**src/include/cpu_defines.svh**
```systemverilog
`ifndef CPU_DEFINES_SVH
`define CPU_DEFINES_SVH

// ======================================================================
// Datapath widths
// ======================================================================
`define CPU_OPCODE_WIDTH    8
`define CPU_FLAG_WIDTH      3   // Zero, carry, negative
`define CPU_ALU_OP_WIDTH    4

// ======================================================================
// Microcode ROM geometry
// ======================================================================
`define CPU_MAX_MICROSTEPS  8   // Steps per opcode
`define CPU_MICROSTEP_WIDTH 3

// One ROM row per possible opcode value
`define CPU_ROM_DEPTH       (1 << `CPU_OPCODE_WIDTH)

`endif
```
**src/verilog/ucode_pkg.sv**
```systemverilog
`default_nettype none

`include "cpu_defines.svh"

package ucode_pkg;

    typedef enum logic [`CPU_ALU_OP_WIDTH-1:0] {
        ALU_UNDEFINED = 4'h0,
        ALU_ADD       = 4'h1,
        ALU_SUB       = 4'h2,
        ALU_AND       = 4'h3,
        ALU_OR        = 4'h4
    } alu_op_t;

    typedef logic [`CPU_MICROSTEP_WIDTH-1:0] microstep_t;

    // Fetch/execute phases
    typedef enum logic [2:0] {
        S_RESET,
        S_INIT,
        S_LATCH_ADDR,
        S_READ_BYTE,
        S_LATCH_BYTE,
        S_CHK_MORE_BYTES,
        S_EXECUTE,
        S_HALT
    } seq_state_t;

    // ======================================================================
    // Control word to the datapath, one per clock
    // ======================================================================
    typedef struct packed {
        // Origin, PC and MAR
        logic    load_origin;
        logic    load_mar_pc;
        logic    pc_enable;
        logic    load_pc_low_byte;
        logic    load_pc_high_byte;
        logic    load_mar_addr_low;
        logic    load_mar_addr_high;
        // Instruction and operand latches
        logic    load_ir;
        logic    load_temp_1;
        logic    load_temp_2;
        // Bus drivers
        logic    oe_ram;
        logic    oe_temp_1;
        logic    oe_temp_2;
        logic    oe_alu;
        logic    oe_a;
        // Register and memory loads
        logic    load_ram;
        logic    load_a;
        logic    load_b;
        logic    load_status;
        logic    load_sets_zn;     // Status takes Z/N from the bus value
        logic    set_carry_flag;
        logic    clear_carry_flag;
        // Branch qualifiers
        logic    check_zero;
        logic    check_not_zero;
        logic    check_carry;
        logic    check_not_carry;
        logic    check_negative;
        logic    check_not_negative;
        alu_op_t alu_op;
        logic    alu_src2_temp1;   // Second ALU operand from temp_1 not B
        logic    halt;
        logic    last_step;
    } control_word_t;

endpackage

`default_nettype wire

```
**src/verilog/isa_pkg.sv**
```systemverilog
`default_nettype none

`include "cpu_defines.svh"

package isa_pkg;

    // ======================================================================
    // Opcode map
    // ======================================================================
    typedef enum logic [`CPU_OPCODE_WIDTH-1:0] {
        NOP    = 8'h00,
        HLT    = 8'h01,
        // Absolute jumps, two address bytes
        JMP    = 8'h10,
        JZ     = 8'h11,
        JNZ    = 8'h12,
        JC     = 8'h13,
        JNC    = 8'h14,
        JN     = 8'h15,
        JNN    = 8'h16,
        // ALU group, result in A
        ADD_B  = 8'h20,
        SUB_B  = 8'h21,
        ANA_B  = 8'h22,
        ANI    = 8'h23,   // Immediate operand
        CMP_B  = 8'h24,   // Flags only
        // Loads, stores and moves
        LDI_A  = 8'h30,
        MOV_AB = 8'h31,
        LDA    = 8'h40,
        STA    = 8'h41,
        // Carry flag control
        SEC    = 8'h50,
        CLC    = 8'h51
    } opcode_t;

    // Operand bytes following the opcode
    typedef logic [1:0] operand_count_t;

    // Bit positions in the status flags from the datapath
    localparam int flag_zero     = 0;
    localparam int flag_carry    = 1;
    localparam int flag_negative = 2;

endpackage

`default_nettype wire

```
**src/verilog/fetch_execute_sequencer.sv**
```systemverilog
`timescale 1ns/100ps
`default_nettype none

module fetch_execute_sequencer (
    input  logic                     clk,
    input  logic                     reset,
    input  isa_pkg::operand_count_t  operand_count,
    input  logic                     step_end,
    input  logic                     halt_step,
    output ucode_pkg::seq_state_t    state,
    output logic [1:0]               byte_count,
    output ucode_pkg::microstep_t    microstep
);

    import ucode_pkg::*;

    // ======================================================================
    // Phase FSM with byte and microstep counters
    // ======================================================================
    always_ff @(posedge clk) begin
        if (reset) begin
            state      <= S_RESET;
            byte_count <= 2'd0;
            microstep  <= '0;
        end else begin
            case (state)
                S_RESET: begin
                    state <= S_INIT;
                end

                S_INIT: begin
                    state <= S_LATCH_ADDR;      // Datapath loads the origin here
                end

                // Four cycles per fetched byte
                S_LATCH_ADDR: begin
                    state <= S_READ_BYTE;
                end

                S_READ_BYTE: begin
                    state <= S_LATCH_BYTE;
                end

                S_LATCH_BYTE: begin
                    state      <= S_CHK_MORE_BYTES;
                    byte_count <= byte_count + 2'd1;
                end

                S_CHK_MORE_BYTES: begin
                    // Opcode is in the IR by now so operand_count is valid
                    if (byte_count > operand_count) begin
                        state      <= S_EXECUTE;
                        byte_count <= 2'd0;
                    end else begin
                        state <= S_LATCH_ADDR;
                    end
                end

                S_EXECUTE: begin
                    if (halt_step) begin
                        state     <= S_HALT;
                        microstep <= '0;
                    end else if (step_end) begin
                        state     <= S_LATCH_ADDR;   // Next instruction
                        microstep <= '0;
                    end else begin
                        microstep <= microstep + 1'b1;
                    end
                end

                S_HALT: begin
                    state <= S_HALT;    // Only reset leaves
                end

                default: begin
                    state <= S_HALT;
                end
            endcase
        end
    end

endmodule

`default_nettype wire

```
**config.mk**
```make
export PLATFORM = sky130hd
export DESIGN_NAME = fetch_execute_sequencer
export DESIGN_NICKNAME = d
export VERILOG_FILES = /design/src/verilog/ucode_pkg.sv /design/src/verilog/isa_pkg.sv /design/src/verilog/fetch_execute_sequencer.sv
export VERILOG_INCLUDE_DIRS = /design/src /design/src/include
export SDC_FILE = /design/constraint.sdc
export NUM_CORES = 1
export LEC_CHECK = 0
export BUFFER_PORTS_ARGS = -buffer_cell sky130_fd_sc_hd__buf_2
export CAP_MARGIN = 20
export CORE_AREA = 3 3 40 42
export CTS_CLUSTER_SIZE = 20
export DETAILED_ROUTE_END_ITERATION = 6
export DIE_AREA = 0 0 43 45
export GPL_ROUTABILITY_DRIVEN = 0
export GPL_TIMING_DRIVEN = 0
export MAX_ROUTING_LAYER = met4
export PLACE_DENSITY = 0.68
export SKIP_CTS_REPAIR_TIMING = 1
export SLEW_MARGIN = 20
export SYNTH_ARGS = -nofsm -noshare
export SYNTH_HDL_FRONTEND = slang
export SYNTH_SLANG_ARGS = --single-unit
```
**constraint.sdc**
```tcl
create_clock -name clk -period 1.6 [get_ports clk]
set_input_delay 0.16 -clock clk [delete_from_list [all_inputs] [get_ports clk]]
set_output_delay 0.16 -clock clk [all_outputs]
set_load 0.05 [all_outputs]
```
==> results.json <==
{
  "synth_edf_count": 0,
  "design_area_um2": 546.8,
  "cts_tree": "built",
  "drive_gt1_frac": 0.2609,
  "numCtsBuffers": 3,
  "overflow": 0,
  "cp-start-kind": "flop",
  "post_dp_cell_area_um2": 524.3,
  "grt_pass1_vias": 376,
  "dpl.cell_count": 81,
  "post-route-min-period_ns": 1.352,
  "ctsHtreeMaxLevel": 1,
  "vias_per_cell": 5.167,
  "synth_largest_area_cell": "dfxtp_1",
  "grt_max_degree": 11,
  "arrival_ns": 1.51,
  "yosys.area.top_type_share": 0.3596,
  "fin_util": 0.4255,
  "hp-class": "in2reg",
  "cap_violations": 0,
  "hold_viol": 0,
  "synthTopCellsByArea": "dfxtp_1, ha_1, nand3b_1",
  "clk_path_buf_depth": 2,
  "critPathMaxFanout": 4,
  "synth.distinct_cells": 24,
  "routedWlPerCell_um": 10.70,
  "post-place-ws_ns": 0.2558,
  "timing.hold.ws_ns": 0.1880,
  "p_total_mw": 0.4602,
  "die_x_um": 43,
  "setup_viol": 0,
  "dp_hpwl_um": 674.5,
  "rsz0062_at_grt": "false",
  "place.port_buffers": 12,
  "synth.most_common_cell": "dfxtp_1",
  "ys_ff_latch": 8,
  "syn_area_per_cell_um2": 8.249,
  "skew_ns": 0.007833,
  "drcViolationCount": 0,
  "numClockSinks": 8,
  "mappedNetlistArea_um2": 445.4,
  "finalCritPeriodShare": 0.8450,
  "seq_area_frac_synth": 0.3596,
  "setup_ws_ns": 0.2480,
  "yosysWarnings": 0,
  "core_area_mm2": 0.001285,
  "power_density_mw_per_mm2": 841.7,
  "num_antenna_cells": 0,
  "instances_no_fill": 84,
  "grt_antenna_before_repair": 0,
  "ant_nets": 0,
  "firstDrtPassIters": 4,
  "die_h_um": 45,
  "status": "finished, final reports clean",
  "synthToLayoutAreaGrowth_pct": 22.75,
  "cts.clk_slew.worst_paths_ns": 0.06,
  "grt_pass1_wl_um": 1545,
  "clock_latency_ns": 0.26,
  "grt_usage": 0.1133,
  "worst_pin_slew_ns": 0.2441,
  "num_rows": 13,
  "crit_required_ns": 1.75,
  "finalSetupTns_ns": 0,
  "cp-end-kind": "flop",
  "vias": 434,
  "drtIter0Drc": 6,
  "ir_worst_vdd_mv": 0.2270,
  "synthFlopType": "dfxtp_1",
  "syn-num-nets": 63,
  "drt-total-wl_um": 899,
  "io_pins": 14,
  "initial_core_util": 0.3466,
  "final_nets": 80,
  "synthArstFlopShare": 0,
  "maxSlewViolCount": 0,
  "synthCells": 54,
  "fmax_mhz": 739.7,
  "worstSetupPathType": "reg2reg",
  "die-area_mm2": 0.001935,
  "clock-root-buffer": "clkbuf_4",
  "relSlewSlack": 0.8350,
  "leakage_nw": 0.2504,
  "synth_common_cells": "dfxtp_1, nand2_1, nor2_1, nand3b_1"
}
[cell type report]
cell class | count | area, µm²
tap | 15 | 18.77
buffer | 2 | 12.51
sequential | 8 | 160.2
inverter | 3 | 11.26
clock buffer | 3 | 22.52
fill | 133 | 738.2
multi-input combinational | 41 | 261.5
timing repair buffer | 12 | 60.06
[cells by family (layout without fill, tap and decap cells)]
group	after synthesis	after routing	share of synthesized area
fa+ha+maj	3	3	0.08428
flops	8	8	0.3595
simple gates	26	26	0.3258
buf+inv	5	20	0.05336
compound gates	12	12	0.1770
[per-layer routing]
metal / track usage / vias up / share of wire
li1: - / 227 / -
met1: 0.1304 / 191 / 0.46
met2: 0.1617 / 11 / 0.43
met3: 0.01195 / 5 / 0.049
met4: 0.1265 / 0 / 0.051
met5: - / - / 0
[worst max-delay path, stage by stage (launching register included)]
cell and delay, ns:
dfxtp_1 0.34, ha_1 0.31, nor2b_1 0.17, o21ai_1 0.12, o311a_1 0.30
[layout by cell type (no fill, tap or decap), drive strengths merged, types with 2 or more instances in the layout]
cell	count
a21oi	3
nor3	3
buf	13
nand3b	4
o21ai	3
nor2	5
ha	3
dfxtp	8
nand2b	2
inv	3
nand2	5
nand3	2
nor2b	2
clkbuf	4
[flip-flops by register name, summed over array words and instances (netlist names)]
name	flops
microstep	3
byte_count	2
state	3
[path summary, 6_finish.rpt]
| path | start | end | slack [ns] | cells past startpoint |
|---|---|---|---|---|
| worst max-delay path | byte_count[1] | byte_count[0] | 0.25 | 4 |
| worst min-delay path | reset | state[2] | 0.19 | 2 |
| worst max register to register | byte_count[1] | byte_count[0] | 0.25 | 4 |
| worst min register to register | microstep[1] | microstep[1] | 0.47 | 2 |
[power by group]
group	leakage, nW	internal [mW]	switching (mW)	total (mW)
sequential	0.0651	0.206	0.00989	0.216
clock	0.0138	0.0865	0.0783	0.165
combinational	0.171	0.0265	0.0528	0.0793
(Power assumes the default switching activity.)
