### src/include/cpu_defines.svh
`ifndef CPU_DEFINES_SVH
`define CPU_DEFINES_SVH

// ======================================================================
// Datapath widths
// ======================================================================
`define CPU_OPCODE_WIDTH    8
`define CPU_FLAG_WIDTH      3   // Zero, carry, negative
`define CPU_ALU_OP_WIDTH    4

// ======================================================================
// Microcode ROM geometry
// ======================================================================
`define CPU_MAX_MICROSTEPS  8   // Steps per opcode
`define CPU_MICROSTEP_WIDTH 3

// One ROM row per possible opcode value
`define CPU_ROM_DEPTH       (1 << `CPU_OPCODE_WIDTH)

`endif
### src/verilog/ucode_pkg.sv
`default_nettype none

`include "cpu_defines.svh"

package ucode_pkg;

    typedef enum logic [`CPU_ALU_OP_WIDTH-1:0] {
        ALU_UNDEFINED = 4'h0,
        ALU_ADD       = 4'h1,
        ALU_SUB       = 4'h2,
        ALU_AND       = 4'h3,
        ALU_OR        = 4'h4
    } alu_op_t;

    typedef logic [`CPU_MICROSTEP_WIDTH-1:0] microstep_t;

    // Fetch/execute phases
    typedef enum logic [2:0] {
        S_RESET,
        S_INIT,
        S_LATCH_ADDR,
        S_READ_BYTE,
        S_LATCH_BYTE,
        S_CHK_MORE_BYTES,
        S_EXECUTE,
        S_HALT
    } seq_state_t;

    // ======================================================================
    // Control word to the datapath, one per clock
    // ======================================================================
    typedef struct packed {
        // Origin, PC and MAR
        logic    load_origin;
        logic    load_mar_pc;
        logic    pc_enable;
        logic    load_pc_low_byte;
        logic    load_pc_high_byte;
        logic    load_mar_addr_low;
        logic    load_mar_addr_high;
        // Instruction and operand latches
        logic    load_ir;
        logic    load_temp_1;
        logic    load_temp_2;
        // Bus drivers
        logic    oe_ram;
        logic    oe_temp_1;
        logic    oe_temp_2;
        logic    oe_alu;
        logic    oe_a;
        // Register and memory loads
        logic    load_ram;
        logic    load_a;
        logic    load_b;
        logic    load_status;
        logic    load_sets_zn;     // Status takes Z/N from the bus value
        logic    set_carry_flag;
        logic    clear_carry_flag;
        // Branch qualifiers
        logic    check_zero;
        logic    check_not_zero;
        logic    check_carry;
        logic    check_not_carry;
        logic    check_negative;
        logic    check_not_negative;
        alu_op_t alu_op;
        logic    alu_src2_temp1;   // Second ALU operand from temp_1 not B
        logic    halt;
        logic    last_step;
    } control_word_t;

endpackage

`default_nettype wire

### src/verilog/isa_pkg.sv
`default_nettype none

`include "cpu_defines.svh"

package isa_pkg;

    // ======================================================================
    // Opcode map
    // ======================================================================
    typedef enum logic [`CPU_OPCODE_WIDTH-1:0] {
        NOP    = 8'h00,
        HLT    = 8'h01,
        // Absolute jumps, two address bytes
        JMP    = 8'h10,
        JZ     = 8'h11,
        JNZ    = 8'h12,
        JC     = 8'h13,
        JNC    = 8'h14,
        JN     = 8'h15,
        JNN    = 8'h16,
        // ALU group, result in A
        ADD_B  = 8'h20,
        SUB_B  = 8'h21,
        ANA_B  = 8'h22,
        ANI    = 8'h23,   // Immediate operand
        CMP_B  = 8'h24,   // Flags only
        // Loads, stores and moves
        LDI_A  = 8'h30,
        MOV_AB = 8'h31,
        LDA    = 8'h40,
        STA    = 8'h41,
        // Carry flag control
        SEC    = 8'h50,
        CLC    = 8'h51
    } opcode_t;

    // Operand bytes following the opcode
    typedef logic [1:0] operand_count_t;

    // Bit positions in the status flags from the datapath
    localparam int flag_zero     = 0;
    localparam int flag_carry    = 1;
    localparam int flag_negative = 2;

endpackage

`default_nettype wire

### src/verilog/control_word_former.sv
`timescale 1ns/100ps
`default_nettype none

`include "cpu_defines.svh"

module control_word_former (
    input  logic                           clk,
    input  logic                           reset,
    input  ucode_pkg::seq_state_t          state,
    input  logic [1:0]                     byte_count,
    input  ucode_pkg::microstep_t          microstep,
    input  ucode_pkg::control_word_t       rom_word,
    input  logic [`CPU_FLAG_WIDTH-1:0]     flags,
    output ucode_pkg::control_word_t       control_word,
    output logic                           last_microstep,
    output logic                           step_end,
    output logic                           halt_step
);

    import ucode_pkg::*;

    alu_op_t alu_op_q;       // ALU op held across the instruction
    logic    branch_check;
    logic    branch_taken;

    // ALU op comes from microstep 0 only
    always_ff @(posedge clk) begin
        if (reset) begin
            alu_op_q <= ALU_UNDEFINED;
        end else if (state == S_EXECUTE && microstep == '0) begin
            alu_op_q <= rom_word.alu_op;
        end
    end

    // ======================================================================
    // Branch resolution
    // ======================================================================
    assign branch_check = rom_word.check_zero  | rom_word.check_not_zero  |
                          rom_word.check_carry | rom_word.check_not_carry |
                          rom_word.check_negative | rom_word.check_not_negative;

    assign branch_taken =
        (rom_word.check_zero         &  flags[isa_pkg::flag_zero])     |
        (rom_word.check_not_zero     & ~flags[isa_pkg::flag_zero])     |
        (rom_word.check_carry        &  flags[isa_pkg::flag_carry])    |
        (rom_word.check_not_carry    & ~flags[isa_pkg::flag_carry])    |
        (rom_word.check_negative     &  flags[isa_pkg::flag_negative]) |
        (rom_word.check_not_negative & ~flags[isa_pkg::flag_negative]);

    // ======================================================================
    // Output word per phase
    // ======================================================================
    always_comb begin
        control_word = '0;    // S_RESET and S_HALT stay all zero
        step_end     = 1'b0;
        halt_step    = 1'b0;
        case (state)
            S_INIT:       control_word.load_origin = 1'b1;
            S_LATCH_ADDR: control_word.load_mar_pc = 1'b1;
            S_READ_BYTE:  control_word.oe_ram = 1'b1;
            S_LATCH_BYTE: begin
                control_word.oe_ram      = 1'b1;
                control_word.pc_enable   = 1'b1;
                control_word.load_ir     = (byte_count == 2'd0);
                control_word.load_temp_1 = (byte_count == 2'd1);
                control_word.load_temp_2 = (byte_count == 2'd2);
            end
            S_EXECUTE: begin
                control_word = rom_word;
                if (microstep != '0) begin
                    control_word.alu_op = alu_op_q;
                end
                if (branch_check && !branch_taken) begin
                    // Condition failed so PC keeps pointing past the operands
                    control_word.load_pc_low_byte  = 1'b0;
                    control_word.load_pc_high_byte = 1'b0;
                end
                halt_step = rom_word.halt;
                step_end  = rom_word.last_step | (branch_check & ~branch_taken);
            end
            default: ;
        endcase
    end

    assign last_microstep = step_end | halt_step;

endmodule

`default_nettype wire

### config.mk
export PLATFORM = sky130hd
export DESIGN_NAME = control_word_former
export DESIGN_NICKNAME = d
export VERILOG_FILES = /design/src/verilog/ucode_pkg.sv /design/src/verilog/isa_pkg.sv /design/src/verilog/control_word_former.sv
export VERILOG_INCLUDE_DIRS = /design/src /design/src/include
export SDC_FILE = /design/constraint.sdc
export NUM_CORES = 1
export LEC_CHECK = 0
export BUFFER_PORTS_ARGS = -buffer_cell sky130_fd_sc_hd__buf_2
export CAP_MARGIN = 20
export CORE_MARGIN = 2
export CORE_UTILIZATION = 26
export CTS_CLUSTER_DIAMETER = 50
export DETAILED_ROUTE_END_ITERATION = 10
export GPL_TIMING_DRIVEN = 0
export PLACE_DENSITY = 0.75
export REMOVE_ABC_BUFFERS = 1
export SLEW_MARGIN = 20
export SYNTH_ARGS = -nofsm -noshare
export SYNTH_HDL_FRONTEND = slang
export SYNTH_SLANG_ARGS = --single-unit
### constraint.sdc
create_clock -name clk -period 1.09 [get_ports clk]
set_clock_uncertainty 0.15 [all_clocks]
set_input_delay 0 -clock clk [delete_from_list [all_inputs] [get_ports clk]]
set_output_delay 0 -clock clk [all_outputs]
set_load 0.01 [all_outputs]
==> summary.md <==
| Metric | Value |
|---|---|
| Die area | between 0.002 and 0.003 mm^2 |
| CP Data Arrival Time | between 1 and 1.5 ns |
| DP HPWL | 1.743 mm |
| Std-Cell Core Area | approximately 0.0022 mm^2 |
| Type of the worst min-delay path | input port to primary output |
| Skew-Pair Late Insertion Delay | around 0.23 ns |
| TritonCTS Buffers | 3 |
| Placed insts | ~190 |
| Width of the die | roughly 52 um |
| Post-synth EDFFs | 0 |
| Final nets | between 200 and 250 |
| Internal cell power | ~0.43 mW |
| Synth Register Bits | 4 |
| Post-Syn Area per Cell | around 6.8 um^2 |
| Max reg flops | 4 |
| Top cells by area, synth | and2_1 (21%), dfxtp_1 (14%), mux2i_1 (12%), a21oi_1 (7.7%), nor2_1 (7.0%) |
| PnR worst setup slack | -0.2365 ns |
| Clock root buffer | clkbuf_4 |
| WL final | 2.361 mm |
| CP startpoint kind | input port |
| Ports | 86 |
| Hold EP | control_word[29] |
| GRT Util Overall | 0.1543 |
| P&R area growth vs syn | 98.72% |
| Gate power share | 0.476 |
| Async SR Flop Fraction | 0 |
| Clock Power Share | 0.284 |
| Placer Congestion | approximately 0.65 |
| Largest net degree at the start of global routing | 30 |
| Failing checks | setup timing |
| Period utilisation layout | 1.217 |
| Post-route DRC | 0 |
| Biggest regs | alu_op_q: 4 flops |
| Yosys cell types | 25 |
| DP Area | 0.001025 mm^2 |
| Min cycle time layout | roughly 1.3 ns |
| Most frequent cell after synthesis | and2_1 |
| Sw power | ~0.19 mW |
| Pre-CTS setup slack | -0.5144 ns |
| Gate Count Post-Synth | 86 |
| Reg2reg start | alu_op_q[0]$_SDFFE_PP0P_ |
| Critical path class | input port to primary output |
| PD cells | ~530 mW/mm^2 |
| TritonCTS clock tree | built |
| Register area share after synthesis | 0.1362 |
| Clock buffer depth | 2 |
| Via count | between 900 and 1,000 |
| Sw Ratio | 0.3059 |
| WL per Instance | between 10 and 15 um |
| Hold Fails Final Rpt | 0 |
| Die Y | ~52 um |
| Peak Freq | approximately 750 MHz |
| Crit path launch | rom_word[12] |
| Unrepaired setup endpoints after global routing | yes |
| Critical Path Sink Type | primary output |
| Final Total Pwr | between 0.6 and 0.7 mW |
| Biggest register | alu_op_q |
| CP Data Required Time | 0.94 ns |
| Worst Hold Launch | rom_word[29] |
| Yosys top cell area share | 0.2128 |
| First-iteration detailed-routing DRC count | 7 |
| GRT Residual Overflow | 0 |
| Crit-path max FO | 4 |
| Reg power frac | 0.240 |
| Reg2reg setup slack | around 0.33 ns |
| Site row count | 17 |
| Peak supply drop | roughly 0.00031 V |
| Clock sinks | 4 |
| I/O Buffers | 85 |
| Vias in the first global route | 801 |
| Relative slew slack | 0.8189 |
| Worst-Margin Slew | approximately 0.27 ns |
| Ys Warns | 0 |
| Routed Antenna Nets | 0 |
| Finished Cell Area | about 0.0012 mm^2 |
| First-pass GRT wire length | approximately 3.1 mm |
| Hold Path Stages | 3 |
| H-tree Lvls | 1 |
| Prevailing post-synth register cell | dfxtp_1 |
| P_leak | 0.6769 nW |
| Largest area contributor in the netlist | and2_1 |
| Max-slew violations | 0 |
| Max-Cap Viols | 0 |
| DR pass1 iterations | 4 |
| Netlist Area Pre-Place | 588.1 um^2 |
| Initial Utilization | 0.2710 |
| R2R depth | 2 |
| Synth cell count leaders | and2_1 (20), nor2_1 (11), a21oi_1 (9) |
| Status | finished, violations left |
| Final Non-Filler Cells | roughly 210 |
| Vias per cell | 4.606 |
| Share of layout cells above drive strength 1 | 0.5611 |
| Worst reg2reg path endpoint | alu_op_q[0]$_SDFFE_PP0P_ |
| Final Setup Violations | 4 |
| Antenna violations before repair | 0 |
| Antenna cells | 0 |
## routing by layer
metal  track usage  wire (um)
met1        0.1252        827
met4       0.04825         21
met2        0.3291       1252
met5             0          0
met3       0.05460        259
## power groups by stage
stage	registers, mW	clock network [mW]	logic (mW)
detailed placement	0.151	0	0.257
global route	0.149	0.197	0.322
floorplan	0.151	0	0.104
CTS	0.149	0.190	0.281
finish	0.149	0.176	0.295
global placement	0.151	0	0.248
## worst max-delay path, cell delays in order
cell,delay (ns)
buf_6,0.10
or4_4,0.54
o31ai_4,0.23
and3_1,0.18
buf_2,0.13
## how the worst max path moves through the flow
stage,endpoint,cells after the start
CTS,control_word[31],5
global placement,alu_op_q[0]$_SDFFE_PP0P_,5
global route,control_word[30],5
floorplan,control_word[30],3
finish,control_word[30],5
detailed placement,alu_op_q[0]$_SDFFE_PP0P_,5
## cell families after synthesis
| family | share of synthesized area |
|---|---|
| buffers and inverters | 0.05319 |
| DFF | 0.1362 |
| AOI/OAI and AO/OA | 0.1511 |
| muxes | 0.1192 |
| and+or+nand+nor | 0.5404 |
## stage by stage
stage               TNS [ns]  utilization  hold WS, ns
floorplan           -0.09662            -     -0.09970
global placement      -7.518       0.4723      0.06106
detailed placement    -9.947       0.4723      0.07601
CTS                  -0.8244       0.5167      0.08967
global route         -0.9040       0.5386       0.1556
finish               -0.7936       0.5386       0.1345
## timing repair
item / in CTS / in global routing
pin swaps: 2 / 4
setup endpoints to repair: 33 / 30
buffers inserted: 1 / 3
hold buffers: 5 / 0
cloned: 0 / 2
resized for setup: 4 / 4
hold endpoints to repair: 4 / 0
## layout make-up
| type | instances | area [um^2] |
|---|---|---|
| clock buffers | 3 | 22.52 |
| fillers | 235 | 1001 |
| inverters | 2 | 7.507 |
| well taps | 28 | 35.03 |
| repair buffers | 94 | 518.0 |
| multi-input cells | 77 | 504.2 |
| flip-flops and latches | 4 | 81.33 |
## layout by cell type (no fill, tap or decap), types with 2 or more instances in the layout
cell | Yosys | layout
nand2_1 | 6 | 6
inv_1 | 2 | 2
nand3_1 | 4 | 4
dfxtp_1 | 4 | 3
buf_6 | 0 | 2
and3_1 | 3 | 3
and3b_2 | 0 | 2
buf_2 | 1 | 83
nor2b_1 | 2 | 2
buf_4 | 1 | 4
a21oi_1 | 9 | 9
nor3b_1 | 2 | 2
and2_1 | 20 | 20
dlygate4sd3_1 | 0 | 5
clkbuf_4 | 0 | 3
nor2_1 | 11 | 11
mux2i_1 | 7 | 6
Note: power is estimated with default switching activity, not from simulation.
